<file path="config.mk">
export PLATFORM = sky130hd
export DESIGN_NAME = csr_unit
export DESIGN_NICKNAME = d
export VERILOG_FILES = /design/src/logic/csr_pkg.sv /design/src/logic/csr_file.sv /design/src/logic/csr_issue.sv /design/src/logic/csr_timer.sv /design/src/logic/csr_unit.sv
export SDC_FILE = /design/constraint.sdc
export NUM_CORES = 1
export LEC_CHECK = 0
export ABC_AREA = 1
export BUFFER_PORTS_ARGS = -buffer_cell sky130_fd_sc_hd__buf_2
export CORE_MARGIN = 4
export CORE_UTILIZATION = 50
export CTS_BUF_LIST = sky130_fd_sc_hd__clkbuf_4 sky130_fd_sc_hd__clkbuf_8
export CTS_CLUSTER_DIAMETER = 200
export CTS_CLUSTER_SIZE = 25
export DETAILED_ROUTE_END_ITERATION = 10
export HOLD_SLACK_MARGIN = 0.05
export PLACE_DENSITY = 0.77
export REMOVE_ABC_BUFFERS = 1
export SYNTH_ARGS = -nofsm -noshare
export SYNTH_HDL_FRONTEND = slang
export SYNTH_SLANG_ARGS = --single-unit
</file>
<file path="constraint.sdc">
create_clock -name clk -period 5.1 [get_ports clk]
set_input_delay 0.765 -clock clk [delete_from_list [all_inputs] [get_ports clk]]
set_output_delay 0.765 -clock clk [all_outputs]
set_load 0.05 [all_outputs]
</file>
<file path="src/logic/csr_pkg.sv">
`default_nettype none

package csr_pkg;

    localparam int xlen = 32;

    typedef logic [xlen-1:0] csr_word_t;
    typedef logic [13:0]     csr_addr_t;

    // csr numbers
    localparam csr_addr_t csr_crmd      = 14'h0;
    localparam csr_addr_t csr_prmd      = 14'h1;
    localparam csr_addr_t csr_euen      = 14'h2;
    localparam csr_addr_t csr_ecfg      = 14'h4;
    localparam csr_addr_t csr_estat     = 14'h5;
    localparam csr_addr_t csr_era       = 14'h6;
    localparam csr_addr_t csr_badv      = 14'h7;
    localparam csr_addr_t csr_eentry    = 14'hc;
    localparam csr_addr_t csr_save0     = 14'h30;
    localparam csr_addr_t csr_save1     = 14'h31;
    localparam csr_addr_t csr_save2     = 14'h32;
    localparam csr_addr_t csr_save3     = 14'h33;
    localparam csr_addr_t csr_tid       = 14'h40;
    localparam csr_addr_t csr_tcfg      = 14'h41;
    localparam csr_addr_t csr_tval      = 14'h42;
    localparam csr_addr_t csr_ticlr     = 14'h44;
    localparam csr_addr_t csr_tlbrentry = 14'h88;

    // instruction types on the csr path
    localparam logic [3:0] type_priv     = 4'd3;
    localparam logic [3:0] type_llscw    = 4'd6;
    localparam logic [3:0] type_priv_mmu = 4'd10;

    localparam logic [4:0] sub_inte    = 5'd0;  // exception or interrupt entry
    localparam logic [4:0] sub_ertn    = 5'd6;
    localparam logic [4:0] sub_csrrd   = 5'd8;
    localparam logic [4:0] sub_csrwr   = 5'd9;
    localparam logic [4:0] sub_csrxchg = 5'd10;

    localparam logic [5:0] ecode_int  = 6'h0;
    localparam logic [5:0] ecode_pil  = 6'h1;
    localparam logic [5:0] ecode_pis  = 6'h2;
    localparam logic [5:0] ecode_pif  = 6'h3;
    localparam logic [5:0] ecode_pme  = 6'h4;
    localparam logic [5:0] ecode_ppi  = 6'h7;
    localparam logic [5:0] ecode_ade  = 6'h8;
    localparam logic [5:0] ecode_ale  = 6'h9;
    localparam logic [5:0] ecode_sys  = 6'hb;
    localparam logic [5:0] ecode_brk  = 6'hc;
    localparam logic [5:0] ecode_ine  = 6'hd;
    localparam logic [5:0] ecode_tlbr = 6'h3f;

    typedef struct packed {
        logic       valid;
        logic [8:0] esubcode;
        logic [5:0] ecode;
    } excp_info_t;

    // csr number for csr instructions, exception info otherwise
    typedef union packed {
        excp_info_t excp;
        struct packed {
            logic [1:0] pad;
            csr_addr_t  num;
        } csr;
    } csr_arg_u;

endpackage

`default_nettype wire

</file>
<file path="src/logic/csr_file.sv">
`timescale 1ns/1ps
`default_nettype none

module csr_file (
    input  logic               clk,
    input  logic               rstn,
    input  logic               commit_run,
    input  logic               stall,
    input  logic [4:0]         commit_mode,
    input  csr_pkg::csr_addr_t commit_addr,
    input  csr_pkg::csr_word_t commit_data,
    input  logic [5:0]         commit_ecode,
    input  logic [8:0]         commit_esubcode,
    input  csr_pkg::csr_word_t commit_pc,
    input  csr_pkg::csr_word_t commit_vaddr,
    input  logic [8:0]         hw_int,
    input  csr_pkg::csr_word_t tcfg,
    input  csr_pkg::csr_word_t tval,
    input  logic               timer_int,
    input  csr_pkg::csr_addr_t read_addr,
    output csr_pkg::csr_word_t read_data,
    output logic               int_pending,
    output csr_pkg::csr_word_t era,
    output csr_pkg::csr_word_t eentry,
    output csr_pkg::csr_word_t tlbrentry,
    output logic [8:0]         crmd,
    output logic               excp_flush,
    output logic               ertn_flush,
    output logic [5:0]         ecode,
    output logic               tcfg_we,
    output csr_pkg::csr_word_t tcfg_wdata,
    output logic               ticlr_pulse
);
    import csr_pkg::*;

    logic [2:0]  prmd;
    logic        euen;
    logic [12:0] ecfg_lie;
    logic [1:0]  estat_is;
    logic [5:0]  estat_ecode;
    logic [8:0]  estat_esubcode;
    csr_word_t   badv;
    logic [31:6] eentry_q;
    logic [31:6] tlbrentry_q;
    csr_word_t   save [4];
    csr_word_t   tid;
    csr_word_t   estat;
    logic        commit;
    logic        csr_wr;

    assign commit = commit_run & ~stall;
    assign csr_wr = commit & (commit_mode == sub_csrwr || commit_mode == sub_csrxchg);

    assign eentry    = {eentry_q, 6'b0};
    assign tlbrentry = {tlbrentry_q, 6'b0};
    assign estat     = {1'b0, estat_esubcode, estat_ecode, 3'b0, hw_int[8], timer_int,
                        1'b0, hw_int[7:0], estat_is};
    assign ecode     = excp_flush ? estat_ecode : '0;

    // lie bit 10 has no source
    assign int_pending = crmd[2] & |({hw_int[8], timer_int, hw_int[7:0], estat_is} &
                                     {ecfg_lie[12:11], ecfg_lie[9:0]});

    assign tcfg_we     = csr_wr & (commit_addr == csr_tcfg);
    assign tcfg_wdata  = commit_data;
    assign ticlr_pulse = csr_wr & (commit_addr == csr_ticlr) & commit_data[0];

    always_comb
    begin
        case (read_addr)
            csr_crmd:      read_data = {23'b0, crmd};
            csr_prmd:      read_data = {29'b0, prmd};
            csr_euen:      read_data = {31'b0, euen};
            csr_ecfg:      read_data = {19'b0, ecfg_lie};
            csr_estat:     read_data = estat;
            csr_era:       read_data = era;
            csr_badv:      read_data = badv;
            csr_eentry:    read_data = eentry;
            csr_save0, csr_save1, csr_save2, csr_save3:
                read_data = save[read_addr[1:0]];
            csr_tid:       read_data = tid;
            csr_tcfg:      read_data = tcfg;
            csr_tval:      read_data = tval;
            csr_tlbrentry: read_data = tlbrentry;
            default:       read_data = '0;  // ticlr reads as zero
        endcase
    end

    always_ff @(posedge clk)
    begin
        if (!rstn)
        begin
            crmd           <= 9'h008;  // direct address mode
            prmd           <= '0;
            euen           <= 1'b0;
            ecfg_lie       <= '0;
            estat_is       <= '0;
            estat_ecode    <= '0;
            estat_esubcode <= '0;
            era            <= '0;
            badv           <= '0;
            eentry_q       <= '0;
            tlbrentry_q    <= '0;
            tid            <= '0;
            for (int i = 0; i < 4; i++)
                save[i] <= '0;
            excp_flush     <= 1'b0;
            ertn_flush     <= 1'b0;
        end
        else
        begin
            excp_flush <= 1'b0;
            ertn_flush <= 1'b0;
            if (commit && commit_mode == sub_ertn)
            begin
                ertn_flush <= 1'b1;
                crmd[2:0]  <= prmd;
                if (estat_ecode == ecode_tlbr)
                    crmd[4:3] <= 2'b10;  // back to paging
            end
            else if (commit && commit_mode == sub_inte)
            begin
                excp_flush     <= 1'b1;
                prmd           <= crmd[2:0];
                crmd[2:0]      <= '0;
                era            <= commit_pc;
                estat_ecode    <= commit_ecode;
                estat_esubcode <= commit_esubcode;
                if (commit_ecode == ecode_tlbr)
                    crmd[4:3] <= 2'b01;  // refill runs direct mapped
                if (commit_ecode inside {ecode_tlbr, ecode_pil, ecode_pis, ecode_pif,
                                         ecode_pme, ecode_ppi, ecode_ale, ecode_ade})
                    badv <= commit_vaddr;
            end
            else if (csr_wr)
            begin
                case (commit_addr)
                    csr_crmd:
                    begin
                        crmd[2:0] <= commit_data[2:0];
                        crmd[8:5] <= commit_data[8:5];
                        if (commit_data[4] ^ commit_data[3])  // da and pg never both set
                            crmd[4:3] <= commit_data[4:3];
                    end
                    csr_prmd:   prmd     <= commit_data[2:0];
                    csr_euen:   euen     <= commit_data[0];
                    csr_ecfg:   ecfg_lie <= {commit_data[12:11], 1'b0, commit_data[9:0]};
                    csr_estat:  estat_is <= commit_data[1:0];  // software bits only
                    csr_era:    era      <= commit_data;
                    csr_badv:   badv     <= commit_data;
                    csr_eentry: eentry_q <= commit_data[31:6];
                    csr_save0, csr_save1, csr_save2, csr_save3:
                        save[commit_addr[1:0]] <= commit_data;
                    csr_tid:       tid         <= commit_data;
                    csr_tlbrentry: tlbrentry_q <= commit_data[31:6];
                    default: ;
                endcase
            end
        end
    end

endmodule

`default_nettype wire

</file>
<file path="src/logic/csr_issue.sv">
`timescale 1ns/1ps
`default_nettype none

module csr_issue (
    input  logic               clk,
    input  logic               rstn,
    input  logic               stall,
    input  logic               flush_in,
    input  logic               inst_valid,
    input  logic [3:0]         inst_type,
    input  logic [4:0]         inst_subtype,
    input  csr_pkg::csr_arg_u  inst_arg,
    input  csr_pkg::csr_arg_u  mmu_excp,
    input  csr_pkg::csr_word_t wdata,
    input  csr_pkg::csr_word_t wmask,
    input  csr_pkg::csr_word_t pc0,
    input  csr_pkg::csr_word_t pc1,
    input  csr_pkg::csr_word_t evaddr0,
    input  csr_pkg::csr_word_t evaddr1,
    input  logic               int_pending,
    input  csr_pkg::csr_word_t read_data,
    input  csr_pkg::csr_word_t era,
    input  csr_pkg::csr_word_t eentry,
    input  csr_pkg::csr_word_t tlbrentry,
    output logic               pipe_flush,
    output logic               inte_flush,
    output csr_pkg::csr_word_t redirect_pc,
    output csr_pkg::csr_word_t rdata,
    output logic               commit_run,
    output logic [4:0]         commit_mode,
    output csr_pkg::csr_addr_t commit_addr,
    output csr_pkg::csr_word_t commit_data,
    output logic [5:0]         commit_ecode,
    output logic [8:0]         commit_esubcode,
    output csr_pkg::csr_word_t commit_pc,
    output csr_pkg::csr_word_t commit_vaddr
);
    import csr_pkg::*;

    logic       is_csr;
    logic       inte;
    logic       exe;
    logic       force_run;
    logic       go;
    logic       stop_q;
    logic [4:0] mode;
    logic [5:0] ecode;
    logic [8:0] esubcode;
    csr_word_t  pc;
    csr_word_t  vaddr;
    csr_word_t  mask;
    csr_word_t  wval;
    csr_word_t  target;

    assign is_csr    = inst_type inside {type_priv, type_priv_mmu, type_llscw};
    assign inte      = int_pending & ~stop_q;  // one entry in flight at a time
    assign exe       = (is_csr | inte) & inst_valid;
    assign force_run = mmu_excp.excp.valid & ~inte_flush;  // late exception beats flush_in
    assign go        = (~flush_in & exe) | force_run;

    // late mmu exception first, then interrupt, then the instruction
    always_comb
    begin
        mode     = inst_subtype;
        ecode    = inst_arg.excp.ecode;
        esubcode = inst_arg.excp.esubcode;
        pc       = pc0;
        vaddr    = pc0;  // fetch side faults report the pc
        if (mmu_excp.excp.valid)
        begin
            mode     = sub_inte;
            ecode    = mmu_excp.excp.ecode;
            esubcode = mmu_excp.excp.esubcode;
            pc       = pc1;
            vaddr    = evaddr1;
        end
        else if (inte)
        begin
            mode     = sub_inte;
            ecode    = ecode_int;
            esubcode = '0;
        end
        else if (inst_subtype == sub_inte && inst_arg.excp.ecode == ecode_ale)
            vaddr = evaddr0;
    end

    assign mask = (mode == sub_csrxchg) ? wmask : '1;
    assign wval = (read_data & ~mask) | (wdata & mask);

    always_comb
    begin
        case (mode)
            sub_ertn: target = era;
            sub_inte: target = (ecode == ecode_tlbr) ? tlbrentry : eentry;
            default:  target = pc + 32'd4;
        endcase
    end

    always_ff @(posedge clk)
    begin
        if (!rstn || (flush_in && !stall && !force_run))
        begin
            pipe_flush      <= 1'b0;
            inte_flush      <= 1'b0;
            redirect_pc     <= '0;
            rdata           <= '0;
            commit_run      <= 1'b0;
            commit_mode     <= '0;
            commit_addr     <= '0;
            commit_data     <= '0;
            commit_ecode    <= '0;
            commit_esubcode <= '0;
            commit_pc       <= '0;
            commit_vaddr    <= '0;
            stop_q          <= 1'b0;
        end
        else if (!stall)
        begin
            pipe_flush      <= go & (mode != sub_csrrd);  // plain reads need no refetch
            inte_flush      <= inte & inst_valid & ~mmu_excp.excp.valid;
            redirect_pc     <= target;
            rdata           <= read_data;
            commit_run      <= go;
            commit_mode     <= mode;
            commit_addr     <= inst_arg.csr.num;
            commit_data     <= wval;
            commit_ecode    <= ecode;
            commit_esubcode <= esubcode;
            commit_pc       <= pc;
            commit_vaddr    <= vaddr;
            stop_q          <= go & (mode == sub_inte);
        end
    end

endmodule

`default_nettype wire

</file>
<file path="src/logic/csr_timer.sv">
`timescale 1ns/1ps
`default_nettype none

module csr_timer #(
    parameter int timer_n = 32
) (
    input  logic               clk,
    input  logic               rstn,
    input  logic               tcfg_we,
    input  csr_pkg::csr_word_t tcfg_wdata,
    input  logic               ticlr_pulse,
    output csr_pkg::csr_word_t tcfg,
    output csr_pkg::csr_word_t tval,
    output logic               timer_int
);
    import csr_pkg::*;

    logic [timer_n-1:0] cfg_q;   // bit 0 enable, bit 1 periodic
    logic [timer_n-1:0] cnt_q;
    logic               changed; // cfg written last cycle
    logic               at_zero;

    assign at_zero = (cnt_q == '0);
    assign tcfg    = csr_word_t'(cfg_q);
    assign tval    = csr_word_t'(cnt_q);

    always_ff @(posedge clk)
    begin
        if (!rstn)
        begin
            cfg_q     <= '0;
            cnt_q     <= '0;
            changed   <= 1'b0;
            timer_int <= 1'b0;
        end
        else
        begin
            changed <= tcfg_we;
            if (tcfg_we)
                cfg_q <= tcfg_wdata[timer_n-1:0];

            if (ticlr_pulse)
                timer_int <= 1'b0;
            else if (at_zero && cfg_q[0] && !changed)
                timer_int <= 1'b1;

            if ((at_zero && cfg_q[1]) || (cfg_q[0] && changed))
                cnt_q <= {cfg_q[timer_n-1:2], 2'b0};
            else if (!cfg_q[0])
                cnt_q <= '0;
            else if (cnt_q != '1)
                cnt_q <= cnt_q - timer_n'(1);  // one shot parks at all ones
        end
    end

endmodule

`default_nettype wire

</file>
<file path="src/logic/csr_unit.sv">
`timescale 1ns/1ps
`default_nettype none

module csr_unit #(
    parameter int timer_n = 32
) (
    input  logic               clk,
    input  logic               rstn,
    input  logic               stall,
    input  logic               flush_in,
    input  logic               inst_valid,
    input  logic [3:0]         inst_type,
    input  logic [4:0]         inst_subtype,
    input  csr_pkg::csr_arg_u  inst_arg,
    input  csr_pkg::csr_arg_u  mmu_excp,
    input  csr_pkg::csr_word_t wdata,
    input  csr_pkg::csr_word_t wmask,
    input  csr_pkg::csr_word_t pc0,
    input  csr_pkg::csr_word_t pc1,
    input  csr_pkg::csr_word_t evaddr0,
    input  csr_pkg::csr_word_t evaddr1,
    input  logic [8:0]         hw_int,
    output logic               pipe_flush,
    output logic               inte_flush,
    output csr_pkg::csr_word_t redirect_pc,
    output csr_pkg::csr_word_t rdata,
    output logic [8:0]         crmd,
    output logic               excp_flush,
    output logic               ertn_flush,
    output logic [5:0]         ecode
);
    import csr_pkg::*;

    logic       commit_run;
    logic [4:0] commit_mode;
    csr_addr_t  commit_addr;
    csr_word_t  commit_data;
    logic [5:0] commit_ecode;
    logic [8:0] commit_esubcode;
    csr_word_t  commit_pc;
    csr_word_t  commit_vaddr;
    csr_word_t  read_data;
    logic       int_pending;
    csr_word_t  era;
    csr_word_t  eentry;
    csr_word_t  tlbrentry;
    logic       tcfg_we;
    csr_word_t  tcfg_wdata;
    logic       ticlr_pulse;
    csr_word_t  tcfg;
    csr_word_t  tval;
    logic       timer_int;

    csr_issue u_issue (
        .clk             (clk),
        .rstn            (rstn),
        .stall           (stall),
        .flush_in        (flush_in),
        .inst_valid      (inst_valid),
        .inst_type       (inst_type),
        .inst_subtype    (inst_subtype),
        .inst_arg        (inst_arg),
        .mmu_excp        (mmu_excp),
        .wdata           (wdata),
        .wmask           (wmask),
        .pc0             (pc0),
        .pc1             (pc1),
        .evaddr0         (evaddr0),
        .evaddr1         (evaddr1),
        .int_pending     (int_pending),
        .read_data       (read_data),
        .era             (era),
        .eentry          (eentry),
        .tlbrentry       (tlbrentry),
        .pipe_flush      (pipe_flush),
        .inte_flush      (inte_flush),
        .redirect_pc     (redirect_pc),
        .rdata           (rdata),
        .commit_run      (commit_run),
        .commit_mode     (commit_mode),
        .commit_addr     (commit_addr),
        .commit_data     (commit_data),
        .commit_ecode    (commit_ecode),
        .commit_esubcode (commit_esubcode),
        .commit_pc       (commit_pc),
        .commit_vaddr    (commit_vaddr)
    );

    csr_file u_file (
        .clk             (clk),
        .rstn            (rstn),
        .commit_run      (commit_run),
        .stall           (stall),
        .commit_mode     (commit_mode),
        .commit_addr     (commit_addr),
        .commit_data     (commit_data),
        .commit_ecode    (commit_ecode),
        .commit_esubcode (commit_esubcode),
        .commit_pc       (commit_pc),
        .commit_vaddr    (commit_vaddr),
        .hw_int          (hw_int),
        .tcfg            (tcfg),
        .tval            (tval),
        .timer_int       (timer_int),
        .read_addr       (inst_arg.csr.num),
        .read_data       (read_data),
        .int_pending     (int_pending),
        .era             (era),
        .eentry          (eentry),
        .tlbrentry       (tlbrentry),
        .crmd            (crmd),
        .excp_flush      (excp_flush),
        .ertn_flush      (ertn_flush),
        .ecode           (ecode),
        .tcfg_we         (tcfg_we),
        .tcfg_wdata      (tcfg_wdata),
        .ticlr_pulse     (ticlr_pulse)
    );

    csr_timer #(
        .timer_n (timer_n)
    ) u_timer (
        .clk         (clk),
        .rstn        (rstn),
        .tcfg_we     (tcfg_we),
        .tcfg_wdata  (tcfg_wdata),
        .ticlr_pulse (ticlr_pulse),
        .tcfg        (tcfg),
        .tval        (tval),
        .timer_int   (timer_int)
    );

endmodule

`default_nettype wire

</file>
== Yosys cells after proc, flatten, opt, wreduce, memory -nomap -nowiden ==
Memories as Yosys holds them, arrays and structs flattened.
Cells that the tools add are included.

* $add $sub $neg: 2
* Reduce and logical (&&, ||, !) cells: 51
* Bitwise logic cells: 31
* Multiplexer cells: 47
* Equal/unequal tests: 55

{| class="wikitable"
|+ Operators with widths
! operator !! number
|-
| two-way mux 32 bit || 17
|-
| case mux 32 bit (13 select lines) || 1
|-
| equality test 14 x 3 -> 1 bit, second input constant || 8
|-
| equality test 14 x 6 -> 1 bit, second input constant || 8
|-
| equality test 14 x 7 -> 1 bit, second input constant || 6
|-
| AND 32 bit || 2
|-
| case mux 32 bit (2 select lines) || 1
|-
| adder 32 x 3 -> 32 bit, second input constant || 1
|-
| logical NOT 32 bit || 1
|-
| != test 32 bit, second input constant || 1
|-
| inverter 32 bit || 1
|-
| OR 32 bit || 1
|-
| AND reduction 4 bit || 8
|-
| OR reduction 32 bit || 1
|-
| subtractor 32 x 1 -> 32 bit, second input constant || 1
|-
| two-way mux 5 bit || 6
|-
| equality test 14 x 1 -> 1 bit, second input constant || 2
|-
| equality test 14 x 2 -> 1 bit, second input constant || 2
|-
| equality test 14 x 4 -> 1 bit, second input constant || 2
|-
| equality test 14 x 8 -> 1 bit, second input constant || 2
|-
| logical NOT 14 bit || 2
|-
| equality test 6 x 4 -> 1 bit, second input constant || 3
|-
| equality test 6 bit, second input constant || 3
|-
| two-way mux 6 bit || 3
|-
| other kinds (35) || 103
|}

* Bits in registers: 456
* Memories kept: 1
* Memory bits (writable): 128
* Word-level logic and storage cells: 221

{| class="wikitable"
|+ Memories
! memory !! words !! width !! rd ports !! clocked after Yosys merged registers in !! wr ports !! RTL line !! text
|-
| u_file.save || 4 || 32 || 1 || 0 || 4 || csr_file.sv:45 || <nowiki>csr_word_t save [4];</nowiki>
|}

== Logic depth before layout (Yosys ltp) ==
* Depth in word-level cells: 11
* Mapped depth: 17
* Mapped depth without buffers: 16

== Hierarchy ==
Synthesis repeated with hierarchy kept, for this count alone.

* Cells, all modules: 4645
* Area, all modules: 31192.4 um^2

{| class="wikitable"
|+ Modules (own cells, without submodules)
! module !! instances !! area an instance (um^2) !! cells an instance
|-
| csr_file || 1 || 16719.8 || 2353
|-
| csr_issue || 1 || 10801.6 || 1690
|-
| csr_timer || 1 || 3671.0 || 602
|}

== Worst setup path before layout ==
No wires, ideal clock.

* Path kind: input port to flip-flop
* Start point: input port stall
* End point: memory u_file.save[0][0] (netlist name), enable pin
* Stages: 8
* Path slack: 786 ps
* Arrival: 3849 ps
* Path through: buf_6 > clkinv_2 > nand2_2 > nor3_4 > nand2_4 > inv_2 > nand3_1 > o21ai_0

{| class="wikitable"
|+ RTL lines
! item !! RTL line !! text
|-
| start: declaration || csr_unit.sv:9 || <nowiki>input logic stall,</nowiki>
|-
| end: declaration || csr_file.sv:45 ||
|}

== Worst setup path after layout ==
* Start point: register u_timer.timer_int
* End point: register u_issue.commit_data[14]

* Longest elaborated chain between the ends: 11
* Elaborated cells on any way between the ends: 12

{| class="wikitable"
|+ RTL lines
! item !! RTL line !! text
|-
| start: declaration || csr_timer.sv:14 || <nowiki>output logic timer_int</nowiki>
|-
| start signal: assignment || csr_timer.sv:34 || <nowiki>timer_int <= 1'b0;</nowiki>
|-
| start signal: assignment || csr_timer.sv:43 || <nowiki>timer_int <= 1'b0;</nowiki>
|-
| start signal: assignment || csr_timer.sv:45 || <nowiki>timer_int <= 1'b1;</nowiki>
|-
| AND 12 bit (*) || csr_file.sv:61 || <nowiki>assign int_pending = crmd[2] & |({hw_int[8], timer_int, hw_int[7:0], estat_is} &</nowiki>
|-
| OR reduction 12 bit (*) || csr_file.sv:61 ||
|-
| AND 1 bit (*) || csr_file.sv:61 ||
|-
| AND 1 bit (*) || csr_issue.sv:56 || <nowiki>assign inte = int_pending & ~stop_q;</nowiki>
|-
| two-way mux 5 bit (*) || csr_issue.sv:77 || <nowiki>else if (inte)</nowiki>
|-
| two-way mux 5 bit (*) || csr_issue.sv:69 || <nowiki>if (mmu_excp.excp.valid)</nowiki>
|-
| equality test 5 x 4 -> 1 bit (*) || csr_issue.sv:87 || <nowiki>assign mask = (mode == sub_csrxchg) ? wmask : '1;</nowiki>
|-
| two-way mux 32 bit (*) || csr_issue.sv:87 ||
|-
| inverter 32 bit || csr_issue.sv:88 || <nowiki>assign wval = (read_data & ~mask) | (wdata & mask);</nowiki>
|-
| AND 32 bit || csr_issue.sv:88 ||
|-
| OR 32 bit (*) || csr_issue.sv:88 ||
|-
| end signal: assignment || csr_issue.sv:126 || <nowiki>commit_data <= wval;</nowiki>
|-
| end: declaration || csr_issue.sv:32 || <nowiki>output csr_pkg::csr_word_t commit_data,</nowiki>
|}

Mark *: on every way between the ends. The rest lies on a longest branch, timed or not.
A chain may end at the register's enable or synchronous reset.

==> impl_metrics.env <==
export IMPL_status="finished, final reports clean"
export IMPL_grt_pass1_vias=27000
export IMPL_cts_sinks=584
export IMPL_routed_via_density=5.99
export IMPL_seq_area_frac_synth=0.448
export IMPL_post_cts_setup_buffer_count=0
export IMPL_reg2reg_setup_slack_ns=1.35
export IMPL_finalPower_w=0.00813
export IMPL_power_frac_clock=0.259
export IMPL_cts_hold_buf=0
export IMPL_setup_violations=0
export IMPL_grt_pass1_wl_mm=164
export IMPL_synthArstFlopShare=0
export IMPL_timing_final_crit_share=0.736
export IMPL_critPathLaunchType="register"
export IMPL_crit_fanout=42
export IMPL_hold_viol_final=0
export IMPL_ctsResizeCount=0
export IMPL_yosysTopAreaCell="dfxtp_1"
export IMPL_max_clock_path_buffers=3
export IMPL_cts_root_buf="clkbuf_8"
export IMPL_worstMarginPinSlew_ns=1.13
export IMPL_worstPathArrival_ns=4.39
export IMPL_grt_use_total=0.337
export IMPL_overflow=0
export IMPL_synth_top_area_frac=0.315
export IMPL_crit_required_ns=5.74
export IMPL_first_pass_iters=6
export IMPL_switching_share=0.290
export IMPL_drv_cap=0
export IMPL_fin_skew_ns=0.0527
export IMPL_pwr_share_comb=0.130
export IMPL_vias=29200
export IMPL_cts_buffers_inserted=27
export IMPL_drt_wl_total_mm=110
export IMPL_fin_nets=4347
export IMPL_portBuffers=328
export IMPL_maxSlewHeadroom=0.243
export IMPL_synth_edf_count=128
export IMPL_seq_power_share=0.611
export IMPL_max_freq_ghz=0.266
export IMPL_fin_crit_ns=3.75
export IMPL_ys_warnings_count=0
export IMPL_wl_per_cell_um=22.6
export IMPL_path_class="register to register"
export IMPL_drt_iter0_drc=3738
export IMPL_synth_main_ff_cell="dfxtp_1"
export IMPL_dp_hpwl_mm=77.9
export IMPL_power_switching_w=0.00236
export IMPL_dieArea_um2=61900
export IMPL_drtAntennaViolNets=0
export IMPL_drive_above_1_share=0.130
export IMPL_htree_num_levels=1
export IMPL_synth_area_leaders="dfxtp_1 (32%), edfxtp_1 (13%), nand2_1 (9.1%)"
export IMPL_syn_avg_cell_area_um2=7.38
export IMPL_worstSkewPairLatency_ns=0.73
export IMPL_syn_to_final_growth_pct=8.80
export IMPL_num_rows=87
export IMPL_start_util=0.510
export IMPL_p_leak_nw=13.0
export IMPL_grt_antenna_before_repair=6
export IMPL_rsz0062_at_grt="no"
export IMPL_slew_viol_final=0
export IMPL_layout_common_cells="nand2_1 (701), dfxtp_1 (456), inv_1 (434)"
export IMPL_cp_end_kind="register"
export IMPL_place_congestion=1.01
export IMPL_grt_max_degree=117
export IMPL_synth_distinct_cells=55
export IMPL_cts_tree="built"
export IMPL_die_y_um=249
export IMPL_die_w_um=249
export IMPL_netlist_instances=3924
export IMPL_synthesis_area_um2=29000
export IMPL_coreArea_um2=56800
export IMPL_synth_seq_cells=584
export IMPL_irDropWorstVdd_mv=0.222
export IMPL_clk_pin_slew_ns=0.16
export IMPL_power_density_nw_per_um2=258
export IMPL_hp_class="input port to register"
export IMPL_setup_tns_ns=0
export IMPL_drc=0
export IMPL_ios=330
export IMPL_layout_commonest_cell="nand2_1"
export IMPL_internal_power_w=0.00577
-- cells by family (layout without fill, tap and decap cells) --
| group | count (synthesis) | count (layout) | share of synthesized area |
|---|---|---|---|
| and+or+nand+nor | 1522 | 1522 | 0.227 |
| AOI/OAI and AO/OA | 1063 | 1063 | 0.213 |
| buffers and inverters | 707 | 895 | 0.0978 |
| DFF | 584 | 584 | 0.448 |
| xor gates and xnor gates | 41 | 41 | 0.0124 |
| adders and majority gates | 5 | 5 | 0.00207 |
| muxes | 2 | 2 | 0.000691 |
| other | 0 | 1 | 0 |
-- per-layer routing --
metal,global-route usage,part of all wire,up-vias
li1,-,-,13500
met1,0.453,0.39,13500
met2,0.523,0.44,1797
met3,0.0679,0.12,330
met4,0.161,0.058,4
met5,0,0.00022,-
-- area by class of cell --
type	instances	area [um^2]
diodes	1	2.50
clock buffers	43	492
clock inverters	2	23.8
fillers	5540	25300
inverters	462	1740
multi-input cells	2633	13200
flip-flops and latches	584	13000
well taps	756	946
repair buffers	388	2120
-- flip-flops by register name, indices dropped and copies added, names as in the netlist, 9 cells and up --
register,cells
u_issue.commit_vaddr,32
u_file.eentry_q,26
u_issue.commit_pc,32
u_file.badv,32
u_file.era,32
u_timer.tcfg,32
u_issue.rdata,32
u_file.ecfg_lie,12
u_file.crmd,9
u_issue.commit_data,32
u_issue.redirect_pc,32
u_file.tlbrentry_q,26
u_timer.tval,32
u_issue.commit_esubcode,9
u_file.save,128
u_file.tid,32
u_file.estat_esubcode,9
u_issue.commit_addr,14
-- worst max-delay path: stages (launching register included) --
cell and delay, ns:
dfxtp_1 0.40, nand2_1 0.14, nand2_1 0.06, nor2_1 0.20, nand3_1 0.18, nand2_1 0.65
inv_1 0.21, nor2_2 0.20, nand2_1 0.10, nor2_1 0.16, nand2_2 0.05, buf_4 0.29
inv_1 0.60, nand2_1 0.16, nand2_1 0.10, nand2_1 0.06, a21oi_1 0.12
-- power groups by stage --
stage	logic [W]	clock network [W]	registers, W
2_1_floorplan	0.000499	0	0.00513
3_3_place_gp	0.00102	0	0.00506
3_5_place_dp	0.00103	0	0.00507
4_1_cts	0.00104	0.00209	0.00496
5_1_grt	0.00114	0.00223	0.00498
6_report	0.00106	0.00210	0.00497
-- synth_stat cells, drive strengths merged (4+ instances only) --
cell	number
nand2	718
dfxtp	456
inv	453
nor2	424
o21ai	405
a21oi	308
nand3	165
clkbuf	151
nor3	149
edfxtp	128
buf	94
a211oi	84
o22ai	72
a22oi	70
a31oi	50
nand4	46
xor2	38
o211ai	26
o311ai	24
nor4	11
clkinv	9
o211a	9
o31ai	5
ha	4
o21a	4
-- metrics by stage --
| step | utilization | cells | worst slack, ns | hold slack, ns | area (um^2) |
|---|---|---|---|---|---|
| 6_report | 0.555 | 4869 | 1.35 | 0.277 | 31500 |
| 5_1_grt | 0.555 | 4869 | 1.10 | 0.276 | 31500 |
| 4_1_cts | 0.555 | 4868 | 1.54 | 0.263 | 31500 |
| 3_5_place_dp | 0.546 | 4823 | 1.06 | 0.443 | 31000 |
| 3_3_place_gp | 0.546 | 4823 | 1.10 | 0.433 | 31000 |
| 2_1_floorplan | - | 3679 | -5.07 | 0.423 | 27900 |
-- worst paths after layout --
path	start	end	cells after the start
hold reg to reg	u_file.tid[10]	u_file.tid[10]	2
setup reg to reg	u_timer.timer_int	u_issue.commit_data[14]	16
setup / recovery	u_timer.timer_int	u_issue.commit_data[14]	16
hold / removal	wdata[4]	u_issue.commit_data[4]	3
(Power assumes the default switching activity.)
